==> config.mk <==
export PLATFORM = sky130hd
export DESIGN_NAME = sampler_top
export DESIGN_NICKNAME = d
export VERILOG_FILES = /design/src/hdl/dilithium_params_pkg.sv /design/src/hdl/sampler_bus_pkg.sv /design/src/hdl/coeff_collector.sv /design/src/hdl/rej_bounded_sampler.sv /design/src/hdl/rej_uniform_sampler.sv /design/src/hdl/sample_piso.sv /design/src/hdl/sampler_top.sv
export SDC_FILE = /design/constraint.sdc
export NUM_CORES = 2
export LEC_CHECK = 0
export BUFFER_PORTS_ARGS = -buffer_cell sky130_fd_sc_hd__buf_2
export CAP_MARGIN = 20
export CORE_MARGIN = 5
export CORE_UTILIZATION = 30
export DETAILED_ROUTE_END_ITERATION = 10
export HOLD_SLACK_MARGIN = 0.05
export REMOVE_ABC_BUFFERS = 1
export SLEW_MARGIN = 20
export SYNTH_ARGS = -nofsm -noshare
export SYNTH_HDL_FRONTEND = slang
export SYNTH_HIERARCHICAL = 1
export SYNTH_SLANG_ARGS = --single-unit
export TNS_END_PERCENT = 5
==> constraint.sdc <==
create_clock -name clk -period 11.09 [get_ports clk]
set_input_delay 1.6635 -clock clk [delete_from_list [all_inputs] [get_ports clk]]
set_output_delay 1.6635 -clock clk [all_outputs]
set_load 0.01 [all_outputs]
==> src/hdl/dilithium_params_pkg.sv <==
// Dilithium field modulus and coefficient width
// polynomial, input word and memory address sizing
// candidate widths and the bounded sampling constants
// sampler mode enum
package dilithium_params_pkg;

  // field
  localparam logic [31:0] DILITHIUM_Q = 32'd8380417;
  localparam int          Q_W         = 23;

  // polynomial shape, four coefficients per beat
  localparam int COEFF_CNT      = 256;
  localparam int COEFF_PER_CLK  = 4;
  localparam int BEATS_PER_POLY = COEFF_CNT / COEFF_PER_CLK;

  // squeeze word and destination memory
  localparam int WORD_W = 96;
  localparam int ADDR_W = 14;

  // candidate widths
  localparam int REJS_SAMPLE_W = 24;
  localparam int REJB_SAMPLE_W = 4;

  // bounded sampling, keep b < 15 and map to eta - (b mod 5)
  localparam int REJB_LIMIT = 15;
  localparam int ETA        = 2;

  typedef enum logic {
    MODE_REJ_UNIFORM = 1'b0,
    MODE_REJ_BOUNDED = 1'b1
  } sampler_mode_e;

endpackage

==> src/hdl/sampler_bus_pkg.sv <==
// coefficient type and the four-coefficient beat
// NTT stream and memory write structs
// candidate payload types for the sample unpacker
package sampler_bus_pkg;
  import dilithium_params_pkg::*;

  typedef logic [Q_W-1:0] coeff_t;

  // one beat from a sampler toward the collector
  typedef struct packed {
    logic                       dv;
    coeff_t [COEFF_PER_CLK-1:0] data;
  } coeff_beat_t;

  // same layout on the way to the NTT
  typedef coeff_beat_t ntt_out_t;

  // write toward the polynomial memory
  typedef struct packed {
    logic                       dv;
    logic [ADDR_W-1:0]          addr;
    coeff_t [COEFF_PER_CLK-1:0] data;
  } mem_wr_t;

  // raw candidates as cut from the squeeze word
  typedef logic [REJS_SAMPLE_W-1:0] rejs_sample_t;
  typedef logic [REJB_SAMPLE_W-1:0] rejb_sample_t;

endpackage

==> src/hdl/coeff_collector.sv <==
// job control for the coefficient sampler
// mode latch, sampler enables and word hold select
// beat count to one polynomial, destination address generation
// steering of beats to the NTT stream or the memory write port
`timescale 1ns/1ps

module coeff_collector (
  input  logic                                    clk,
  input  logic                                    rst_b,
  input  logic                                    start_i,
  input  dilithium_params_pkg::sampler_mode_e     mode_i,
  input  logic [dilithium_params_pkg::ADDR_W-1:0] dest_base_addr_i,
  input  logic                                    uni_hold_i,
  input  logic                                    bnd_hold_i,
  input  sampler_bus_pkg::coeff_beat_t            uni_beat_i,
  input  sampler_bus_pkg::coeff_beat_t            bnd_beat_i,
  output logic                                    uni_enable_o,
  output logic                                    bnd_enable_o,
  output logic                                    word_hold_o,
  output logic                                    busy_o,
  output logic                                    done_o,
  output sampler_bus_pkg::ntt_out_t               ntt_out_o,
  output sampler_bus_pkg::mem_wr_t                mem_wr_o
);
  import dilithium_params_pkg::*;

  localparam int CNT_W = $clog2(BEATS_PER_POLY);

  typedef enum logic [1:0] {
    ST_IDLE,
    ST_RUN,
    ST_DONE
  } coll_state_e;

  coll_state_e       state_q;
  coll_state_e       state_d;
  sampler_mode_e     mode_q;
  logic [CNT_W-1:0]  beat_cnt_q;
  logic [ADDR_W-1:0] addr_q;
  logic              running;
  logic              start_ok;
  logic              beat_vld;
  logic              last_beat;

  assign running   = (state_q == ST_RUN);
  assign start_ok  = start_i & ~running;

  // exactly one sampler runs, the other stays cleared
  assign uni_enable_o = running & (mode_q == MODE_REJ_UNIFORM);
  assign bnd_enable_o = running & (mode_q == MODE_REJ_BOUNDED);

  assign beat_vld  = (uni_enable_o & uni_beat_i.dv) | (bnd_enable_o & bnd_beat_i.dv);
  assign last_beat = beat_vld & (beat_cnt_q == CNT_W'(BEATS_PER_POLY - 1));

  always_comb begin
    state_d = state_q;
    unique case (state_q)
      ST_IDLE: begin
        if (start_i) begin
          state_d = ST_RUN;
        end
      end
      ST_RUN: begin
        if (last_beat) begin
          state_d = ST_DONE;
        end
      end
      // single done cycle, a new start may follow at once
      ST_DONE: begin
        state_d = start_i ? ST_RUN : ST_IDLE;
      end
      default: begin
        state_d = ST_IDLE;
      end
    endcase
  end

  always_ff @(posedge clk or negedge rst_b) begin
    if (!rst_b) begin
      state_q    <= ST_IDLE;
      mode_q     <= MODE_REJ_UNIFORM;
      beat_cnt_q <= '0;
      addr_q     <= '0;
    end else begin
      state_q <= state_d;
      if (start_ok) begin
        mode_q     <= mode_i;
        beat_cnt_q <= '0;
        addr_q     <= dest_base_addr_i;
      end else if (beat_vld) begin
        beat_cnt_q <= beat_cnt_q + 1'b1;
        if (bnd_enable_o) begin
          addr_q <= addr_q + 1'b1;
        end
      end
    end
  end

  assign busy_o      = running;
  assign done_o      = (state_q == ST_DONE);
  assign word_hold_o = (uni_enable_o & uni_hold_i) | (bnd_enable_o & bnd_hold_i);

  always_comb begin
    ntt_out_o.dv   = uni_enable_o & uni_beat_i.dv;
    ntt_out_o.data = uni_beat_i.data;
    mem_wr_o.dv    = bnd_enable_o & bnd_beat_i.dv;
    mem_wr_o.addr  = addr_q;
    mem_wr_o.data  = bnd_beat_i.data;
  end

  // the idle sampler stays quiet on both its beat and its hold
  a_beat_mutex: assert property (@(posedge clk) disable iff (!rst_b)
    !(uni_beat_i.dv && bnd_beat_i.dv));

  a_hold_mutex: assert property (@(posedge clk) disable iff (!rst_b)
    !(uni_hold_i && bnd_hold_i));

endmodule

==> src/hdl/rej_bounded_sampler.sv <==
// bounded rejection sampler
// keeps 4-bit candidates below 15 and maps b to 2 - (b mod 5) mod q
// compaction buffer of up to eleven, four coefficients per beat
`timescale 1ns/1ps

module rej_bounded_sampler (
  input  logic                                    clk,
  input  logic                                    rst_b,
  input  logic                                    enable_i,
  input  logic                                    word_valid_i,
  input  logic [dilithium_params_pkg::WORD_W-1:0] word_i,
  output logic                                    word_hold_o,
  output sampler_bus_pkg::coeff_beat_t            beat_o
);
  import dilithium_params_pkg::*;
  import sampler_bus_pkg::*;

  localparam int NUM_CAND  = 2 * COEFF_PER_CLK;
  localparam int BUF_DEPTH = NUM_CAND + COEFF_PER_CLK - 1;

  logic                        clear;
  logic                        piso_hold;
  logic                        grp_valid;
  logic                        full_beat;
  logic                        take;
  logic                        emit;
  rejb_sample_t [NUM_CAND-1:0] cand;
  coeff_t [NUM_CAND-1:0]       mapped;
  logic [NUM_CAND-1:0]         keep;
  coeff_t [BUF_DEPTH-1:0]      buf_q;
  coeff_t [BUF_DEPTH-1:0]      buf_d;
  logic [3:0]                  cnt_q;
  logic [3:0]                  cnt_d;

  // eta - (b mod 5), negatives wrap to q-1 and q-2
  function automatic coeff_t map_eta(input rejb_sample_t b);
    logic [3:0] m;
    m = b;
    if (m >= 4'd10) begin
      m = m - 4'd10;
    end else if (m >= 4'd5) begin
      m = m - 4'd5;
    end
    if (m <= 4'(ETA)) begin
      map_eta = coeff_t'(4'(ETA) - m);
    end else begin
      map_eta = coeff_t'(DILITHIUM_Q) - coeff_t'(m - 4'(ETA));
    end
  endfunction

  assign clear = ~enable_i;

  sample_piso #(
    .sample_t (rejb_sample_t),
    .NUM_OUT  (NUM_CAND)
  ) i_piso (
    .clk       (clk),
    .rst_b     (rst_b),
    .clear_i   (clear),
    .valid_i   (word_valid_i),
    .word_i    (word_i),
    .hold_o    (piso_hold),
    .valid_o   (grp_valid),
    .hold_i    (full_beat),
    .samples_o (cand)
  );

  assign full_beat = (cnt_q >= 4'(COEFF_PER_CLK));
  assign take      = grp_valid & ~full_beat;
  assign emit      = enable_i & full_beat;

  always_comb begin
    for (int i = 0; i < NUM_CAND; i++) begin
      keep[i]   = (cand[i] < rejb_sample_t'(REJB_LIMIT));
      mapped[i] = map_eta(cand[i]);
    end
  end

  // up to eight new values behind at most three left over
  always_comb begin
    logic [3:0] pos;
    buf_d = buf_q;
    cnt_d = cnt_q;
    pos   = cnt_q;
    if (emit) begin
      for (int j = 0; j < BUF_DEPTH - COEFF_PER_CLK; j++) begin
        buf_d[j] = buf_q[j+COEFF_PER_CLK];
      end
      cnt_d = cnt_q - 4'(COEFF_PER_CLK);
    end else if (take) begin
      for (int i = 0; i < NUM_CAND; i++) begin
        if (keep[i]) begin
          buf_d[pos] = mapped[i];
          pos        = pos + 1'b1;
        end
      end
      cnt_d = pos;
    end
  end

  always_ff @(posedge clk or negedge rst_b) begin
    if (!rst_b) begin
      cnt_q <= '0;
    end else if (clear) begin
      cnt_q <= '0;
    end else begin
      cnt_q <= cnt_d;
    end
  end

  always_ff @(posedge clk) begin
    buf_q <= buf_d;
  end

  assign word_hold_o = enable_i & piso_hold;
  assign beat_o.dv   = emit;
  assign beat_o.data = buf_q[COEFF_PER_CLK-1:0];

  a_buf_cnt: assert property (@(posedge clk) disable iff (!rst_b)
    cnt_q <= 4'(BUF_DEPTH));

endmodule

==> src/hdl/rej_uniform_sampler.sv <==
// uniform rejection sampler
// masks 24-bit candidates to 23 bits and keeps those below q
// compaction buffer of up to seven, four coefficients per beat
`timescale 1ns/1ps

module rej_uniform_sampler (
  input  logic                                    clk,
  input  logic                                    rst_b,
  input  logic                                    enable_i,
  input  logic                                    word_valid_i,
  input  logic [dilithium_params_pkg::WORD_W-1:0] word_i,
  output logic                                    word_hold_o,
  output sampler_bus_pkg::coeff_beat_t            beat_o
);
  import dilithium_params_pkg::*;
  import sampler_bus_pkg::*;

  localparam int BUF_DEPTH = 2 * COEFF_PER_CLK - 1;

  logic                             clear;
  logic                             piso_hold;
  logic                             grp_valid;
  logic                             full_beat;
  logic                             take;
  logic                             emit;
  rejs_sample_t [COEFF_PER_CLK-1:0] cand;
  coeff_t [COEFF_PER_CLK-1:0]       masked;
  logic [COEFF_PER_CLK-1:0]         keep;
  coeff_t [BUF_DEPTH-1:0]           buf_q;
  coeff_t [BUF_DEPTH-1:0]           buf_d;
  logic [3:0]                       cnt_q;
  logic [3:0]                       cnt_d;

  assign clear = ~enable_i;

  sample_piso #(
    .sample_t (rejs_sample_t),
    .NUM_OUT  (COEFF_PER_CLK)
  ) i_piso (
    .clk       (clk),
    .rst_b     (rst_b),
    .clear_i   (clear),
    .valid_i   (word_valid_i),
    .word_i    (word_i),
    .hold_o    (piso_hold),
    .valid_o   (grp_valid),
    .hold_i    (full_beat),
    .samples_o (cand)
  );

  // take a group only while a whole group still fits
  assign full_beat = (cnt_q >= 4'(COEFF_PER_CLK));
  assign take      = grp_valid & ~full_beat;
  assign emit      = enable_i & full_beat;

  always_comb begin
    for (int i = 0; i < COEFF_PER_CLK; i++) begin
      masked[i] = cand[i][Q_W-1:0];
      keep[i]   = (masked[i] < coeff_t'(DILITHIUM_Q));
    end
  end

  // kept values fill the next free slots, beat pops the oldest four
  always_comb begin
    logic [3:0] pos;
    buf_d = buf_q;
    cnt_d = cnt_q;
    pos   = cnt_q;
    if (emit) begin
      for (int j = 0; j < BUF_DEPTH - COEFF_PER_CLK; j++) begin
        buf_d[j] = buf_q[j+COEFF_PER_CLK];
      end
      cnt_d = cnt_q - 4'(COEFF_PER_CLK);
    end else if (take) begin
      for (int i = 0; i < COEFF_PER_CLK; i++) begin
        if (keep[i]) begin
          buf_d[pos] = masked[i];
          pos        = pos + 1'b1;
        end
      end
      cnt_d = pos;
    end
  end

  always_ff @(posedge clk or negedge rst_b) begin
    if (!rst_b) begin
      cnt_q <= '0;
    end else if (clear) begin
      cnt_q <= '0;
    end else begin
      cnt_q <= cnt_d;
    end
  end

  always_ff @(posedge clk) begin
    buf_q <= buf_d;
  end

  assign word_hold_o = enable_i & piso_hold;
  assign beat_o.dv   = emit;
  assign beat_o.data = buf_q[COEFF_PER_CLK-1:0];

  a_buf_cnt: assert property (@(posedge clk) disable iff (!rst_b)
    cnt_q <= 4'(BUF_DEPTH));

endmodule

==> src/hdl/sample_piso.sv <==
// sample unpacker, one squeeze word in, groups of candidates out
// holds the word until every group has been taken
// sample type and group size set by parameters
`timescale 1ns/1ps

module sample_piso #(
  parameter type sample_t = logic [3:0],
  parameter int  NUM_OUT  = 8
) (
  input  logic                                    clk,
  input  logic                                    rst_b,
  input  logic                                    clear_i,
  input  logic                                    valid_i,
  input  logic [dilithium_params_pkg::WORD_W-1:0] word_i,
  output logic                                    hold_o,
  output logic                                    valid_o,
  input  logic                                    hold_i,
  output sample_t [NUM_OUT-1:0]                   samples_o
);
  import dilithium_params_pkg::*;

  localparam int GRP_W   = NUM_OUT * $bits(sample_t);
  localparam int NUM_GRP = WORD_W / GRP_W;
  localparam int IDX_W   = (NUM_GRP > 1) ? $clog2(NUM_GRP) : 1;

  logic [WORD_W-1:0] word_q;
  logic              full;
  logic [IDX_W-1:0]  grp_idx;
  logic              load;
  logic              take;
  logic              last_grp;

  // new word only into an empty buffer
  assign load     = valid_i & ~full & ~clear_i;
  assign take     = full & ~hold_i;
  assign last_grp = (grp_idx == IDX_W'(NUM_GRP - 1));

  always_ff @(posedge clk or negedge rst_b) begin
    if (!rst_b) begin
      full    <= 1'b0;
      grp_idx <= '0;
    end else if (clear_i) begin
      full    <= 1'b0;
      grp_idx <= '0;
    end else if (load) begin
      full    <= 1'b1;
      grp_idx <= '0;
    end else if (take) begin
      if (last_grp) begin
        full    <= 1'b0;
        grp_idx <= '0;
      end else begin
        grp_idx <= grp_idx + 1'b1;
      end
    end
  end

  always_ff @(posedge clk) begin
    if (load) begin
      word_q <= word_i;
    end
  end

  assign hold_o  = full;
  assign valid_o = full;

  // group 0 in the low bits, sample 0 lowest within a group
  assign samples_o = word_q[grp_idx*GRP_W +: GRP_W];

  // a refused word stays on the input until it is taken
  a_word_stable: assert property (@(posedge clk) disable iff (!rst_b)
    valid_i && hold_o && !clear_i |=> valid_i && $stable(word_i));

endmodule

==> src/hdl/sampler_top.sv <==
// coefficient sampler top level
// uniform and bounded samplers side by side on one word stream
// collector for job control and output steering
`timescale 1ns/1ps

module sampler_top (
  input  logic                                    clk,
  input  logic                                    rst_b,
  input  logic                                    start_i,
  input  dilithium_params_pkg::sampler_mode_e     mode_i,
  input  logic [dilithium_params_pkg::ADDR_W-1:0] dest_base_addr_i,
  input  logic                                    word_valid_i,
  input  logic [dilithium_params_pkg::WORD_W-1:0] word_i,
  output logic                                    word_hold_o,
  output logic                                    busy_o,
  output logic                                    done_o,
  output sampler_bus_pkg::ntt_out_t               ntt_out_o,
  output sampler_bus_pkg::mem_wr_t                mem_wr_o
);
  import sampler_bus_pkg::*;

  logic        uni_enable;
  logic        bnd_enable;
  logic        uni_hold;
  logic        bnd_hold;
  coeff_beat_t uni_beat;
  coeff_beat_t bnd_beat;

  // both samplers see the word bus, only the enabled one takes it
  rej_uniform_sampler i_uni (
    .clk          (clk),
    .rst_b        (rst_b),
    .enable_i     (uni_enable),
    .word_valid_i (word_valid_i),
    .word_i       (word_i),
    .word_hold_o  (uni_hold),
    .beat_o       (uni_beat)
  );

  rej_bounded_sampler i_bnd (
    .clk          (clk),
    .rst_b        (rst_b),
    .enable_i     (bnd_enable),
    .word_valid_i (word_valid_i),
    .word_i       (word_i),
    .word_hold_o  (bnd_hold),
    .beat_o       (bnd_beat)
  );

  coeff_collector i_coll (
    .clk              (clk),
    .rst_b            (rst_b),
    .start_i          (start_i),
    .mode_i           (mode_i),
    .dest_base_addr_i (dest_base_addr_i),
    .uni_hold_i       (uni_hold),
    .bnd_hold_i       (bnd_hold),
    .uni_beat_i       (uni_beat),
    .bnd_beat_i       (bnd_beat),
    .uni_enable_o     (uni_enable),
    .bnd_enable_o     (bnd_enable),
    .word_hold_o      (word_hold_o),
    .busy_o           (busy_o),
    .done_o           (done_o),
    .ntt_out_o        (ntt_out_o),
    .mem_wr_o         (mem_wr_o)
  );

endmodule

==> Yosys cells after proc, flatten, opt, wreduce, memory -nomap -nowiden <==
Index checks and enable logic that the tools add are counted.
{ "totals": {"input_bits": 115, "output_inout_bits": 203, "regBits": 642, "elab_cells": 375} }
{ "classes": {"n_shift": 2, "magnitude_cmp": 62, "mul": 1, "mux": 159, "bitwise_logic": 28, "addsub": 58, "n_reduce_logical": 23, "eq_ne": 12} }
{ "op_table": {"columns": ["cell", "n"], "rows": [
  ["2-to-1 mux 253 bit", 22],
  ["bitwise mux 253 bit", 8],
  ["2-to-1 mux 161 bit", 12],
  ["demux 23 bit (select 4 bit)", 8],
  ["bitwise mux 161 bit", 4],
  ["2-to-1 mux 23 bit", 20],
  ["demux 23 bit (select 3 bit)", 4],
  ["2-to-1 mux 4 bit", 54],
  ["subtractor 23 bit (first input constant)", 8],
  ["2-to-1 mux 69 bit", 2],
  ["variable part select 96 x 8 -> 32 bit", 1],
  ["variable part select 96 x 9 -> 95 bit", 1],
  ["< comparator 23 bit (second input constant)", 4],
  ["adder 4 x 1 -> 4 bit (second input constant)", 12],
  ["greater-or-equal comparator 4 x 1 -> 1 bit (second input constant)", 12],
  ["< comparator 4 bit (second input constant)", 12],
  ["2-to-1 mux 14 bit", 3],
  ["greater-or-equal comparator 4 x 3 -> 1 bit (second input constant)", 10],
  ["< comparator 4 x 5 -> 1 bit (second input constant)", 8],
  ["subtractor 2 x 4 -> 5 bit (first input constant)", 8],
  ["subtractor 4 x 2 -> 5 bit (second input constant)", 8],
  ["subtractor 4 x 3 -> 4 bit (second input constant)", 10],
  ["greater-or-equal comparator 4 bit (second input constant)", 8],
  ["<= comparator 4 x 2 -> 1 bit (second input constant)", 8],
  ["other kinds (22)", 98]
]} }

==> Logic depth before layout (Yosys ltp) <==
{ "logic_depth": {"ltp_word": 39, "depth_mapped": 38, "mapped_depth_nobuf": 32} }

==> By module <==
Netlist, hierarchy kept.
{ "by_module_without_submodules": {"columns": ["mod", "cells_per_inst", "n_inst", "seq_area_each_um2", "area_per_inst_um2"], "rows": [
  ["rej_bounded_sampler", 3368, 1, 7697.4, 26485.4],
  ["rej_uniform_sampler", 1625, 1, 4934.7, 14709.1],
  ["sample_piso at i_bnd.i_piso", 219, 1, 2957.8, 3707.3],
  ["sample_piso at i_uni.i_piso", 101, 1, 2907.8, 2936.6],
  ["coeff_collector", 327, 1, 575.6, 2675.1]
]} }

==> Worst setup path before layout <==
OpenSTA, ideal clock, no wires.
{ "synth_path": {"path_kind": "in2reg", "start": "in word_valid_i", "end": "reg i_bnd.i_piso.word_q[0], enable pin", "path_buffers": 0, "setup_ps": 688, "path_stages": 1, "path_slack_ps": 1846, "arrival_time_ps": 8556, "required_ps": 10402, "path_cell_list": "nor3b_1"} }
{ "synth_via": {"elab_chain_cells": 2} }
{ "synth_lines": {"columns": ["item", "line_no", "rtl"], "rows": [
  ["from (decl)", "sampler_top.sv:12", "input logic word_valid_i,"],
  ["AND 1 bit (2 in series)", "sample_piso.sv:34", "assign load = valid_i & ~full & ~clear_i;"],
  ["to (signal assigned)", "sample_piso.sv:60", "word_q <= word_i;"],
  ["to (decl)", "sample_piso.sv:26", "logic [WORD_W-1:0] word_q;"]
]} }
Every way passes these cells.
A chain may end at the register's enable or synchronous reset.

==> summary.md <==
| Metric | Value |
|---|---|
| Vias in the first global route | between 40k and 50k |
| Vias per cell | 6.01 |
| Reg-to-Reg End | i_bnd/buf_q[240] |
| # resized after CTS | 0 |
| Routed WL per cell | between 20 and 30 um |
| Initial Util | 0.302 |
| RSZ-0062 raised after global routing | false |
| Slew @ Worst Pin | 1.26 ns |
| Reg clk slew, reported paths | 0.07 ns |
| Share of cells above drive strength 1 | 0.159 |
| Clock Path Buffers | 3 |
| First-pass GRT wire length | ~310,000 um |
| Crit path largest cell delay | 1.01 ns |
| Num ports | roughly 320 |
| Final max-slew violation count | 0 |
| Final GP Congestion | slightly above 1 |
| Initial drt markers | 6,473 |
| R2R Setup Slk | 1.72 ns |
| Crit path kind | reg2reg |
| IO buf count | about 320 |
| Most frequent CP cell | ha_1 |
| CTS tree | done |
| Final hold vios | 0 |
| Core Region | 167,000 um2 |
| Final min period | 9.37 ns |
| Hold Path Class | reg2reg |
| Status | finished clean |
| CP startpoint kind | flip-flop |
| Syn_area_per_cell | 8.94 um2 |
| Largest net degree at the start of global routing | 80 |
| Die H | 420 um |
| Gr usage total | 0.235 |
| Post-Route Setup TNS | 0 ns |
| Peak Freq | approximately 110 MHz |
| Critical path's slowest cell | nor3_1 |
| CP endpoint kind | flip-flop |
| Number of post-CTS setup repair buffers | 0 |
| Die ar. | between 150,000 and 200,000 um2 |
| Worst slew margin | 0.160 |
| Cells after Synth | 5,636 |
| CTS root buffer | clkbuf_16 |
| Final setup fails | 0 |
| WP data arrival | slightly below 10 ns |
| Nets | 5,650 |
| Worst-path maximum fanout | 19 |
| Antenna violations before repair | 22 |
| Final period utilization | 0.845 |
| Post-route ant nets | 0 |
| Clock Sinks | 637 |
| Min-Delay Endpoint | i_coll/beat_cnt_q[4] |
| Clock Latency Late Sink | 0.73 ns |
| CTS Hold Bufs | 0 |
| Synth warnings | 6 |
| Synth-to-Final Area Change | 7.76% |
| Remaining DRCs | 0 |
| Row count | 150 |
| Hpwl dp | 153,000 um |
| Cells on worst reg2reg path | 30 |
| CTS HTree Levels | 3 |
| Hold path startpoint | i_coll/beat_cnt_q[4] |
| CTS Buf Count | 80 |
| R2r startpoint | i_bnd/i_piso/grp_idx[1] |
| Hold path depth | 1 |
| Max-cap violation count | 0 |
| Detailed Routing Iterations Pass 1 | 8 |
| CP required | 11.54 ns |
| Routed vias | 46.2k |
| Cell Area, Synth | 50,400 um2 |
| Total grt overflow | 0 |
| Routed WL | 217,000 um |
| Setup Skew | between 0.04 and 0.05 ns |
| Die X-Extent | 420 um |
[worst max-delay path: cells and delay by family, from the launching register on]
| kind | cells | cell delay [ns] |
|---|---|---|
| flip-flops | 1 | 0.57 |
| buffers and inverters | 1 | 0.12 |
| AO/OA/AOI/OAI | 7 | 2.04 |
| adder cells (fa/ha/maj) | 7 | 2.15 |
| AND/OR/NAND/NOR | 15 | 4.21 |
[metrics by stage]
step                      instance area, um2  worst slack [ns]  utilization  std cells  hold slack (ns)
after global routing                   54300              1.18        0.325       7683            0.528
final                                  54300              1.72        0.325       7686            0.502
after global placement                 51500              1.94        0.308       7530            0.481
after detailed placement               51600              1.91        0.309       7532            0.491
after CTS                              54300              1.85        0.325       7675            0.498
after floorplan                        46000              1.85            -       4889            0.460
[layer usage]
metal / up-vias / track usage / part of all wire
met5: - / 0 / 0.00025
met4: 6 / 0.127 / 0.063
met3: 639 / 0.0674 / 0.12
met2: 3107 / 0.357 / 0.43
met1: 22149 / 0.302 / 0.39
li1: 20330 / - / -
[registers in the layout, indices dropped and copies added (netlist names)]
signal                count
i_uni/i_piso/word_q      92
i_uni/buf_q              69
i_bnd/beat_o             92
i_coll/beat_cnt_q         6
i_bnd/i_piso/grp_idx      2
i_bnd/buf_q             161
i_uni/i_piso/hold_o       1
i_bnd/i_piso/hold_o       1
i_coll/addr_q            14
i_uni/cnt_q               4
i_coll/mode_q             1
i_coll/state_q            2
i_uni/beat_o             92
i_bnd/cnt_q               4
i_bnd/i_piso/word_q      96
[worst max-delay path by stage]
stage	to	start	slack [ns]
after global placement	i_bnd/buf_q[242]	i_bnd/i_piso/grp_idx[1]	1.94
after detailed placement	i_bnd/buf_q[235]	i_bnd/i_piso/grp_idx[1]	1.91
after CTS	i_bnd/buf_q[242]	i_bnd/i_piso/grp_idx[1]	1.85
after floorplan	i_bnd/i_piso/word_q[0]	word_valid_i	1.85
after global routing	i_bnd/buf_q[212]	i_bnd/i_piso/grp_idx[1]	1.18
final	i_bnd/buf_q[240]	i_bnd/i_piso/grp_idx[1]	1.72
[final cells by class]
cell class                      instances  area (um2)
Clock buffer                           96        2080
Inverter                               94         359
Clock inverter                         47         594
Sequential cell                       637       19000
Multi-Input combinational cell       4158       27000
Antenna cell                            8        20.0
Fill cell                           17231      113000
Tap cell                             2204        2760
Timing Repair Buffer                  442        2580
[placed cells by master (no fill, tap or decap), drive strengths merged, types with 21 or more instances in the layout]
cell / n
a211o: 29
a211oi: 57
a21o: 87
a21oi: 547
a221o: 28
a22o: 29
a22oi: 26
a31oi: 30
and2: 34
and3: 42
buf: 441
clkbuf: 97
clkinv: 28
dfrtp: 35
edfxtp: 602
ha: 122
inv: 97
mux2: 132
mux2i: 282
nand2: 602
nand2b: 22
nand3: 105
nand4: 33
nor2: 374
nor3: 86
nor4: 27
o2111ai: 21
o211a: 66
o211ai: 148
o21a: 83
o21ai: 771
o221a: 31
o22a: 21
o22ai: 34
o31ai: 42
xnor2: 43
Power is left out: the tool's default activity adds up to more than one toggle a clock period on the data nets, which glitch-free logic cannot reach.
